$ cat config.mk
export PLATFORM = sky130hd
export DESIGN_NAME = packet_link_top
export DESIGN_NICKNAME = d
export VERILOG_FILES = /design/src/noc_pkg.sv /design/src/packet_sender.sv /design/src/stream_fifo.sv /design/src/packet_receiver.sv /design/src/packet_link_top.sv
export SDC_FILE = /design/constraint.sdc
export NUM_CORES = 1
export LEC_CHECK = 0
export ABC_AREA = 0
export BUFFER_PORTS_ARGS = -buffer_cell sky130_fd_sc_hd__buf_2
export CORE_UTILIZATION = 57
export CTS_CLUSTER_DIAMETER = 40
export DETAILED_ROUTE_END_ITERATION = 8
export PLACE_DENSITY = 0.79
export SETUP_SLACK_MARGIN = 0.5
export SLEW_MARGIN = 5
export SYNTH_ARGS = -nofsm -noshare
export SYNTH_HDL_FRONTEND = slang
export SYNTH_SLANG_ARGS = --single-unit
$ cat constraint.sdc
create_clock -name clk -period 6.66 [get_ports clk]
set_input_delay 1.332 -clock clk [delete_from_list [all_inputs] [get_ports clk]]
set_output_delay 1.332 -clock clk [all_outputs]
set_load 0.02 [all_outputs]
$ cat src/noc_pkg.sv
`default_nettype none

package noc_pkg;

  // one packet always serializes to this many 32-bit beats
  localparam int BEATS_PER_PACKET = 8;

  typedef struct packed {
    logic [31:0] hw_addr;  // physical node id
    logic [15:0] sw_addr;  // software thread id
    logic [6:0]  port;
    logic        flag;
  } noc_addr_t;

  typedef struct packed {
    noc_addr_t   dest_addr;
    noc_addr_t   src_addr;
    logic [31:0] lamport;  // logical timestamp
    logic [95:0] data;     // three payload words
  } packet_t;

  typedef struct packed {
    logic [31:0] data;
    logic        startofpacket;
    logic        endofpacket;
  } stream_beat_t;

  // receiver states in beat order
  // beat 1 and 3 carry {sw_addr, port, flag} in bits 31:8, low byte zero
  typedef enum logic [$clog2(BEATS_PER_PACKET)-1:0] {
    dest_addr0,  // dest hw_addr
    dest_addr1,  // dest sw word
    src_addr0,   // src hw_addr
    src_addr1,   // src sw word
    lamport,
    data0,       // data[31:0]
    data1,       // data[63:32]
    data2        // data[95:64], carries endofpacket
  } rx_state_t;

endpackage : noc_pkg

`default_nettype wire

$ cat src/packet_sender.sv
`timescale 1ns/100ps
`default_nettype none

module packet_sender (
  input  logic                  clk,
  input  logic                  reset_n,
  input  noc_pkg::packet_t      send_packet,
  input  logic                  send_valid,
  output logic                  send_ready,
  output noc_pkg::stream_beat_t tx_beat,
  output logic                  tx_valid,
  input  logic                  tx_ready
);

  localparam int IDX_W = $clog2(noc_pkg::BEATS_PER_PACKET);
  localparam logic [IDX_W-1:0] LAST_IDX = IDX_W'(noc_pkg::BEATS_PER_PACKET - 1);

  typedef enum logic {
    tx_idle,
    tx_send
  } tx_state_t;

  tx_state_t        state;
  noc_pkg::packet_t pkt;         // latched on accept
  logic [IDX_W-1:0] beat_idx;
  logic             beat_taken;
  logic [31:0]      beat_word;

  assign send_ready = (state == tx_idle);
  assign tx_valid   = (state == tx_send);
  assign beat_taken = tx_valid && tx_ready;

  always_ff @(posedge clk or negedge reset_n) begin
    if (!reset_n) begin
      state    <= tx_idle;
      beat_idx <= '0;
    end else begin
      case (state)
        tx_idle: begin
          if (send_valid) begin
            state    <= tx_send;
            beat_idx <= '0;
          end
        end
        tx_send: begin
          if (beat_taken) begin
            if (beat_idx == LAST_IDX) begin
              state <= tx_idle;  // ready again next cycle
            end
            beat_idx <= beat_idx + 1'b1;
          end
        end
      endcase
    end
  end

  always_ff @(posedge clk) begin
    if (send_valid && send_ready) begin
      pkt <= send_packet;
    end
  end

  always_comb begin
    case (beat_idx)
      3'd0:    beat_word = pkt.dest_addr.hw_addr;
      3'd1:    beat_word = {pkt.dest_addr.sw_addr, pkt.dest_addr.port,
                            pkt.dest_addr.flag, 8'h00};
      3'd2:    beat_word = pkt.src_addr.hw_addr;
      3'd3:    beat_word = {pkt.src_addr.sw_addr, pkt.src_addr.port,
                            pkt.src_addr.flag, 8'h00};
      3'd4:    beat_word = pkt.lamport;
      3'd5:    beat_word = pkt.data[31:0];
      3'd6:    beat_word = pkt.data[63:32];
      default: beat_word = pkt.data[95:64];
    endcase
  end

  assign tx_beat = '{
    data:          beat_word,
    startofpacket: (beat_idx == '0),
    endofpacket:   (beat_idx == LAST_IDX)
  };

  // stalled beat must survive until the FIFO takes it
  a_hold_while_stalled: assert property (@(posedge clk) disable iff (!reset_n)
    tx_valid && !tx_ready |=> tx_valid && $stable(tx_beat))
    else $error("%0t:%m - tx_beat changed while stalled", $time);

endmodule : packet_sender

`default_nettype wire

$ cat src/stream_fifo.sv
`timescale 1ns/100ps
`default_nettype none

module stream_fifo #(
  parameter int FIFO_DEPTH = 8
) (
  input  logic                  clk,
  input  logic                  reset_n,
  input  noc_pkg::stream_beat_t in_beat,
  input  logic                  in_valid,
  output logic                  in_ready,
  output noc_pkg::stream_beat_t out_beat,
  output logic                  out_valid,
  input  logic                  out_ready
);

  localparam int ADDR_W = $clog2(FIFO_DEPTH);

  noc_pkg::stream_beat_t mem [FIFO_DEPTH];

  // extra msb tells a wrapped full from empty
  logic [ADDR_W:0] wr_ptr;
  logic [ADDR_W:0] rd_ptr;
  logic [ADDR_W:0] count;
  logic            full;
  logic            empty;
  logic            wr_en;
  logic            rd_en;

  assign empty = (wr_ptr == rd_ptr);
  assign full  = (wr_ptr[ADDR_W] != rd_ptr[ADDR_W]) &&
                 (wr_ptr[ADDR_W-1:0] == rd_ptr[ADDR_W-1:0]);
  assign count = wr_ptr - rd_ptr;  // wraps with the pointers

  assign in_ready  = !full;
  assign out_valid = !empty;
  assign out_beat  = mem[rd_ptr[ADDR_W-1:0]];  // head slot, no output reg

  assign wr_en = in_valid && in_ready;
  assign rd_en = out_valid && out_ready;

  always_ff @(posedge clk) begin
    if (wr_en) begin
      mem[wr_ptr[ADDR_W-1:0]] <= in_beat;
    end
  end

  always_ff @(posedge clk or negedge reset_n) begin
    if (!reset_n) begin
      wr_ptr <= '0;
      rd_ptr <= '0;
    end else begin
      if (wr_en) begin
        wr_ptr <= wr_ptr + 1'b1;
      end
      if (rd_en) begin
        rd_ptr <= rd_ptr + 1'b1;
      end
    end
  end

  // a write at full or a read at empty pushes count out of range
  a_count_in_range: assert property (@(posedge clk) disable iff (!reset_n)
    count <= FIFO_DEPTH)
    else $error("%0t:%m - occupancy %0d beyond depth", $time, count);

endmodule : stream_fifo

`default_nettype wire

$ cat src/packet_receiver.sv
`timescale 1ns/100ps
`default_nettype none

module packet_receiver (
  input  logic                  clk,
  input  logic                  reset_n,
  input  noc_pkg::stream_beat_t rx_beat,
  input  logic                  rx_valid,
  output logic                  rx_ready,
  input  logic                  booting,
  output logic                  packet_valid,
  output noc_pkg::packet_t      packet_data,
  output logic                  receive_done,
  output logic                  receive_nearly_done
);

  noc_pkg::rx_state_t state;
  noc_pkg::packet_t   temp_packet;  // fields collected so far
  noc_pkg::packet_t   assembled;
  logic               beat_taken;
  logic [31:0]        word;

  assign beat_taken = rx_valid && rx_ready;
  assign word       = rx_beat.data;

  // last word goes straight to the output
  always_comb begin
    assembled             = temp_packet;
    assembled.data[95:64] = word;
  end

  always_ff @(posedge clk or negedge reset_n) begin
    if (!reset_n) begin
      state               <= noc_pkg::dest_addr0;
      rx_ready            <= 1'b0;
      packet_valid        <= 1'b0;
      packet_data         <= '0;
      receive_done        <= 1'b0;
      receive_nearly_done <= 1'b0;
    end else begin
      rx_ready            <= ~booting;  // intake closed during boot
      packet_valid        <= 1'b0;
      receive_done        <= 1'b0;
      receive_nearly_done <= 1'b0;
      if (beat_taken) begin
        case (state)
          noc_pkg::dest_addr0: state <= noc_pkg::dest_addr1;
          noc_pkg::dest_addr1: state <= noc_pkg::src_addr0;
          noc_pkg::src_addr0:  state <= noc_pkg::src_addr1;
          noc_pkg::src_addr1:  state <= noc_pkg::lamport;
          noc_pkg::lamport:    state <= noc_pkg::data0;
          noc_pkg::data0:      state <= noc_pkg::data1;
          noc_pkg::data1: begin
            state               <= noc_pkg::data2;
            receive_nearly_done <= 1'b1;
          end
          noc_pkg::data2: begin
            state        <= noc_pkg::dest_addr0;
            packet_data  <= assembled;
            packet_valid <= 1'b1;
            receive_done <= 1'b1;
          end
        endcase
      end
    end
  end

  always_ff @(posedge clk) begin
    if (beat_taken) begin
      case (state)
        noc_pkg::dest_addr0: temp_packet.dest_addr.hw_addr <= word;
        noc_pkg::dest_addr1: begin
          {temp_packet.dest_addr.sw_addr, temp_packet.dest_addr.port,
           temp_packet.dest_addr.flag} <= word[31:8];  // low byte is padding
        end
        noc_pkg::src_addr0:  temp_packet.src_addr.hw_addr <= word;
        noc_pkg::src_addr1: begin
          {temp_packet.src_addr.sw_addr, temp_packet.src_addr.port,
           temp_packet.src_addr.flag} <= word[31:8];
        end
        noc_pkg::lamport:    temp_packet.lamport <= word;
        noc_pkg::data0:      temp_packet.data[31:0] <= word;
        noc_pkg::data1:      temp_packet.data[63:32] <= word;
        noc_pkg::data2:      temp_packet.data[95:64] <= word;
      endcase
    end
  end

  // framing must match the sender's beat order
  a_sop_on_first: assert property (@(posedge clk) disable iff (!reset_n)
    beat_taken && state == noc_pkg::dest_addr0
      |-> rx_beat.startofpacket && !rx_beat.endofpacket)
    else $error("%0t:%m - first beat without startofpacket", $time);

  a_eop_on_last: assert property (@(posedge clk) disable iff (!reset_n)
    beat_taken && state == noc_pkg::data2
      |-> rx_beat.endofpacket && !rx_beat.startofpacket)
    else $error("%0t:%m - last beat without endofpacket", $time);

  a_no_marker_mid: assert property (@(posedge clk) disable iff (!reset_n)
    beat_taken && !(state inside {noc_pkg::dest_addr0, noc_pkg::data2})
      |-> !rx_beat.startofpacket && !rx_beat.endofpacket)
    else $error("%0t:%m - packet marker on a middle beat", $time);

endmodule : packet_receiver

`default_nettype wire

$ cat src/packet_link_top.sv
`timescale 1ns/100ps
`default_nettype none

module packet_link_top #(
  parameter int FIFO_DEPTH = 8  // power of two, 2 to 64
) (
  input  logic             clk,
  input  logic             reset_n,
  input  noc_pkg::packet_t send_packet,
  input  logic             send_valid,
  output logic             send_ready,
  input  logic             booting,
  output logic             packet_valid,
  output noc_pkg::packet_t packet_data,
  output logic             receive_done,
  output logic             receive_nearly_done
);

  noc_pkg::stream_beat_t tx_beat;  // sender to FIFO
  logic                  tx_valid;
  logic                  tx_ready;
  noc_pkg::stream_beat_t rx_beat;  // FIFO to receiver
  logic                  rx_valid;
  logic                  rx_ready;

  packet_sender packet_sender_i (
    .clk         (clk),
    .reset_n     (reset_n),
    .send_packet (send_packet),
    .send_valid  (send_valid),
    .send_ready  (send_ready),
    .tx_beat     (tx_beat),
    .tx_valid    (tx_valid),
    .tx_ready    (tx_ready)
  );

  stream_fifo #(
    .FIFO_DEPTH (FIFO_DEPTH)
  ) stream_fifo_i (
    .clk       (clk),
    .reset_n   (reset_n),
    .in_beat   (tx_beat),
    .in_valid  (tx_valid),
    .in_ready  (tx_ready),
    .out_beat  (rx_beat),
    .out_valid (rx_valid),
    .out_ready (rx_ready)
  );

  packet_receiver packet_receiver_i (
    .clk                 (clk),
    .reset_n             (reset_n),
    .rx_beat             (rx_beat),
    .rx_valid            (rx_valid),
    .rx_ready            (rx_ready),
    .booting             (booting),
    .packet_valid        (packet_valid),
    .packet_data         (packet_data),
    .receive_done        (receive_done),
    .receive_nearly_done (receive_nearly_done)
  );

endmodule : packet_link_top

`default_nettype wire

==> impl_summary.log <==
[metrics] number of iterations in the first detailed-routing pass: 6
[metrics] largest area contributor in the synthesized netlist: sky130_fd_sc_hd__edfxtp_1
[metrics] Post-layout nets: about 2.5k
[metrics] setup repair after global routing missed its margin: no
[metrics] most instantiated flip-flop cell in the synthesis netlist: sky130_fd_sc_hd__edfxtp_1
[metrics] worst reg2reg path startpoint: packet_sender_i.beat_idx[2]
[metrics] DRC: 0
[metrics] Initial Utilization: a little under three fifths
[metrics] setup TNS: 0 ns
[metrics] Die Outline Area: 63100 µm²
[metrics] CTS Sinks: slightly below 1k
[metrics] portion of the clock cycle consumed by the worst path in the final layout: between 50% and 60%
[metrics] number of placement rows: 91
[metrics] Worst Skew: 0.0230 ns
[metrics] average wire length per cell after detail routing: 24.9 µm
[metrics] clock slew at the register clock pins of the worst setup and hold paths: ~0.07 ns
[metrics] cell count after synthesis: about 1.7k
[metrics] part of the power in combinational logic: slightly above 30%
[metrics] data arrival time of the critical path: a little over 4 ns
[metrics] x dimension of the die: approximately 250 µm
[metrics] worst setup path start: packet_sender_i.beat_idx[2]
[metrics] depth of the worst register-to-register path: 4
[metrics] last weighted congestion value of the routability-driven placer: about 0.87
[metrics] Finish-stage setup viols: 0
[metrics] Net Count, Synth: roughly 1.9k
[metrics] leakage power summed over all cells: approximately 16 nW
[metrics] adder-cell area share of the yosys netlist: less than 1%
[metrics] Top Family by Delay on Critical Path: simple AND/OR/NAND/NOR gates
[metrics] part of the power in the clock network: a little over a quarter
[metrics] via count of the first global-routing pass: ~19k
[metrics] Max Fanout on Critical Path: 52
[metrics] fraction of registers with async set/reset: a little over a quarter
[metrics] total power consumption of the routed design: ~0.024 W
[metrics] most frequently used cell type in the post-synthesis netlist: sky130_fd_sc_hd__edfxtp_1
[metrics] global-route wire length before repair: ~120000 µm
[metrics] type of origin of the critical path: flip-flop
[metrics] post-synth top area share: around three fifths
[metrics] number of enable-type register cells in the synthesized netlist: 704
[metrics] area growth from synthesis to layout: 20.7%
[metrics] worst-case vdd ir drop: 0.312 mV
[metrics] non-filler cells in the finished layout: ~3.2k
[metrics] switching part of the total: between 30% and 40%
[metrics] Cell variety after synth: 43
[metrics] net switching component of the power: 0.00807 W
[metrics] Cell Area, Synth: ~35000 µm²
[metrics] H-Tree Depth: 3
[metrics] Hold Crit Depth: 1
[metrics] total of warnings raised by yosys: 0
[metrics] number of hold violations in the final report: 0
[metrics] placed wire-length estimate after detailed placement: around 50000 µm
[metrics] critical path cell sequence: clkinv_1 -> ha_1 -> or4_2 -> a31oi_1
[metrics] max-cap violations: 0
[metrics] cell-internal power: ~0.016 W
[metrics] via count of the routed design: about 18k
[metrics] Critical Path Max Stage Delay: roughly 1.2 ns
[metrics] combinational family with the most area after synthesis: multiplexers
[metrics] number of antenna violations at the first check in global routing: 2
[metrics] instance count on the critical path: 4
[metrics] # port buffers: between 400 and 500
[metrics] final routed wirelength across all metal layers: about 79000 µm
[metrics] Worst Hold Launch: packet_receiver_i.assembled[136]
[metrics] xor/xnor share of the synthesized area: less than 1%
[metrics] core region area: roughly 60000 µm²
[metrics] leftover overflow at the end of global routing: 0
[metrics] classification of the worst setup path: reg2reg
[metrics] maximum count of clock buffers along a single path: 3
[metrics] timing-limited maximum frequency: about 260 MHz
[metrics] Post-CTS Hold Buffers: 0
[metrics] multiplexer fraction of the synthesized cell area: around 16%
[metrics] number of buffers created by CTS: 115
[metrics] part of the Yosys area used for sequential elements: 77.9%
[metrics] total I/O pin count: approximately 490
[metrics] remaining antenna violation count after routing: 0
[metrics] Setup Buffers After CTS: 0
[metrics] pin count of the biggest net entering global routing: 142
[metrics] PwrDens: 565 nW/µm²
[metrics] CTS tree: yes
[metrics] quantity of gates resized following cts: 0
[metrics] transition time at the pin with the least slew margin: roughly 1.1 ns
[metrics] required time of the critical path: around 7.0 ns
[metrics] worst hold path type: reg2reg
[metrics] simple-gate area share of the yosys netlist: approximately 1.2%
[metrics] share of post-route cells with drive strength above 1: ~47%
[metrics] initial detailed-routing violation count: 1484
[metrics] fraction of the mapped netlist area in compound gates: around 2.7%
[metrics] cell at the root of the clock tree: sky130_fd_sc_hd__clkbuf_16
[metrics] floorplan die height: roughly 250 µm
[metrics] sequential cell fraction of total power: roughly 43%
[metrics] type of destination of the critical path: flip-flop
[metrics] Buf/Inv on CP: 1
[metrics] result of the run: finished, final reports clean
[metrics] dominant cells by area after synthesis: sky130_fd_sc_hd__edfxtp_1, sky130_fd_sc_hd__dfrtp_1, sky130_fd_sc_hd__mux2_4
[metrics] number of placed instances, taps included: 2953
[metrics] clock insertion delay at the later pin of the skew report: 0.68 ns
[metrics] total of flip-flops plus latches after synthesis: between 900 and 1k
[metrics] slowest CP cell: sky130_fd_sc_hd__or4_2
[metrics] top cells by count, synth: sky130_fd_sc_hd__edfxtp_1, sky130_fd_sc_hd__dfrtp_1, sky130_fd_sc_hd__mux2_4
[metrics] Tmin final: 3.78 ns
[metrics] Avg Inst Size Synth: around 21 µm²
[metrics] headroom to the max-slew limit: between 20% and 30%
[metrics] total global-route track usage: 25.2%
[metrics] final slew viol count: 0
[metrics] routed vias/inst: about 5.7
==> cell usage in the layout, fill, tap and decap left out, types with 4 or more instances in the layout <==
cell type / n
sky130_fd_sc_hd__edfxtp_1: 704
sky130_fd_sc_hd__inv_1: 6
sky130_fd_sc_hd__clkinv_2: 13
sky130_fd_sc_hd__mux2_4: 189
sky130_fd_sc_hd__a222oi_1: 19
sky130_fd_sc_hd__mux4_2: 64
sky130_fd_sc_hd__nor3b_2: 4
sky130_fd_sc_hd__a31oi_1: 21
sky130_fd_sc_hd__nor2_1: 52
sky130_fd_sc_hd__xor2_1: 4
sky130_fd_sc_hd__clkbuf_8: 6
sky130_fd_sc_hd__a21oi_1: 29
sky130_fd_sc_hd__clkinv_4: 6
sky130_fd_sc_hd__nand2_1: 20
sky130_fd_sc_hd__bufinv_16: 15
sky130_fd_sc_hd__ha_1: 9
sky130_fd_sc_hd__buf_2: 486
sky130_fd_sc_hd__mux2_2: 120
sky130_fd_sc_hd__buf_4: 26
sky130_fd_sc_hd__xnor2_1: 5
sky130_fd_sc_hd__clkbuf_1: 15
sky130_fd_sc_hd__inv_6: 17
sky130_fd_sc_hd__clkinvlp_4: 12
sky130_fd_sc_hd__dfrtp_1: 255
sky130_fd_sc_hd__a22oi_1: 38
sky130_fd_sc_hd__clkbuf_16: 115
sky130_fd_sc_hd__clkinv_1: 12
sky130_fd_sc_hd__and2_1: 4
sky130_fd_sc_hd__o21ai_0: 9
==> logic make-up (layout without fill, tap and decap cells) <==
family | count (synthesis) | count (layout)
compound gates | 135 | 135
mux | 373 | 373
simple gates | 100 | 100
other cells | 0 | 2
xor+xnor | 10 | 10
flops | 962 | 962
buf+inv | 91 | 742
fa+ha+maj | 12 | 12
==> worst reg2reg max path, stage by stage, from the launching register on <==
cell,delay [ns]
sky130_fd_sc_hd__dfrtp_2,0.51
sky130_fd_sc_hd__clkinv_1,0.59
sky130_fd_sc_hd__ha_1,0.47
sky130_fd_sc_hd__or4_2,1.16
sky130_fd_sc_hd__a31oi_1,0.74
==> metal layers <==
layer | vias to the layer above | wire, µm | GRT usage (%) | part of all wire (%)
met5 | - | 23 | 0 | 0.029
met4 | 4 | 1600 | 6.92 | 2.0
met3 | 126 | 5270 | 4.84 | 6.7
met2 | 789 | 38700 | 40.3 | 49
met1 | 9330 | 33500 | 36.0 | 42
li1 | 7772 | - | - | -
==> final cells by class <==
cell class	instances	area (µm²)
multi-input combinational	630	7350
clock buffer	136	3020
clock inverter	82	980
fill	3735	18900
antenna	2	5.00
inverter	8	33.8
timing repair buffer	516	2700
tap	837	1050
sequential	962	27600
==> power by group through the flow <==
stage               combinational (W)  clock, W  sequential, W
floorplan                     0.00396         0         0.0110
finish                        0.00748   0.00639         0.0103
detailed placement            0.00748         0         0.0103
global route                  0.00795   0.00669         0.0104
global placement              0.00728         0         0.0102
CTS                           0.00755   0.00647         0.0103
==> path summary, 6_finish.rpt <==
| path | slack (ns) | to |
|---|---|---|
| setup / recovery | 2.88 | stream_fifo_i.mem[2][18] |
| max in group asynchronous | 4.52 | stream_fifo_i.rd_ptr[0] |
| hold reg to reg | 0.46 | packet_receiver_i.packet_data[136] |
| hold / removal | 0.46 | packet_receiver_i.packet_data[136] |
| setup reg to reg | 2.88 | stream_fifo_i.mem[2][18] |
| min in group asynchronous | 0.77 | packet_receiver_i.packet_data[155] |
==> registers in the layout, summed over array words and instances, names as in the netlist <==
register	flops
packet_receiver_i.assembled	208
packet_receiver_i.state	3
packet_receiver_i.rx_ready	1
stream_fifo_i.wr_ptr	4
packet_sender_i.beat_idx	3
packet_sender_i.tx_valid	1
packet_sender_i.pkt	240
packet_receiver_i.packet_valid	1
packet_receiver_i.receive_nearly_done	1
packet_receiver_i.packet_data	240
stream_fifo_i.mem	256
stream_fifo_i.rd_ptr	4
==> metrics by stage <==
stage	utilization [%]	setup slack (ns)	hold WS (ns)	instance area (µm²)
floorplan	-	1.22	0.454	35400
global placement	62.9	3.07	0.457	38700
detailed placement	62.9	2.93	0.463	38700
CTS	69.4	2.89	0.458	42700
global route	69.4	2.65	0.477	42700
finish	69.4	2.88	0.460	42700
Note: power is estimated with default switching activity, not from simulation.
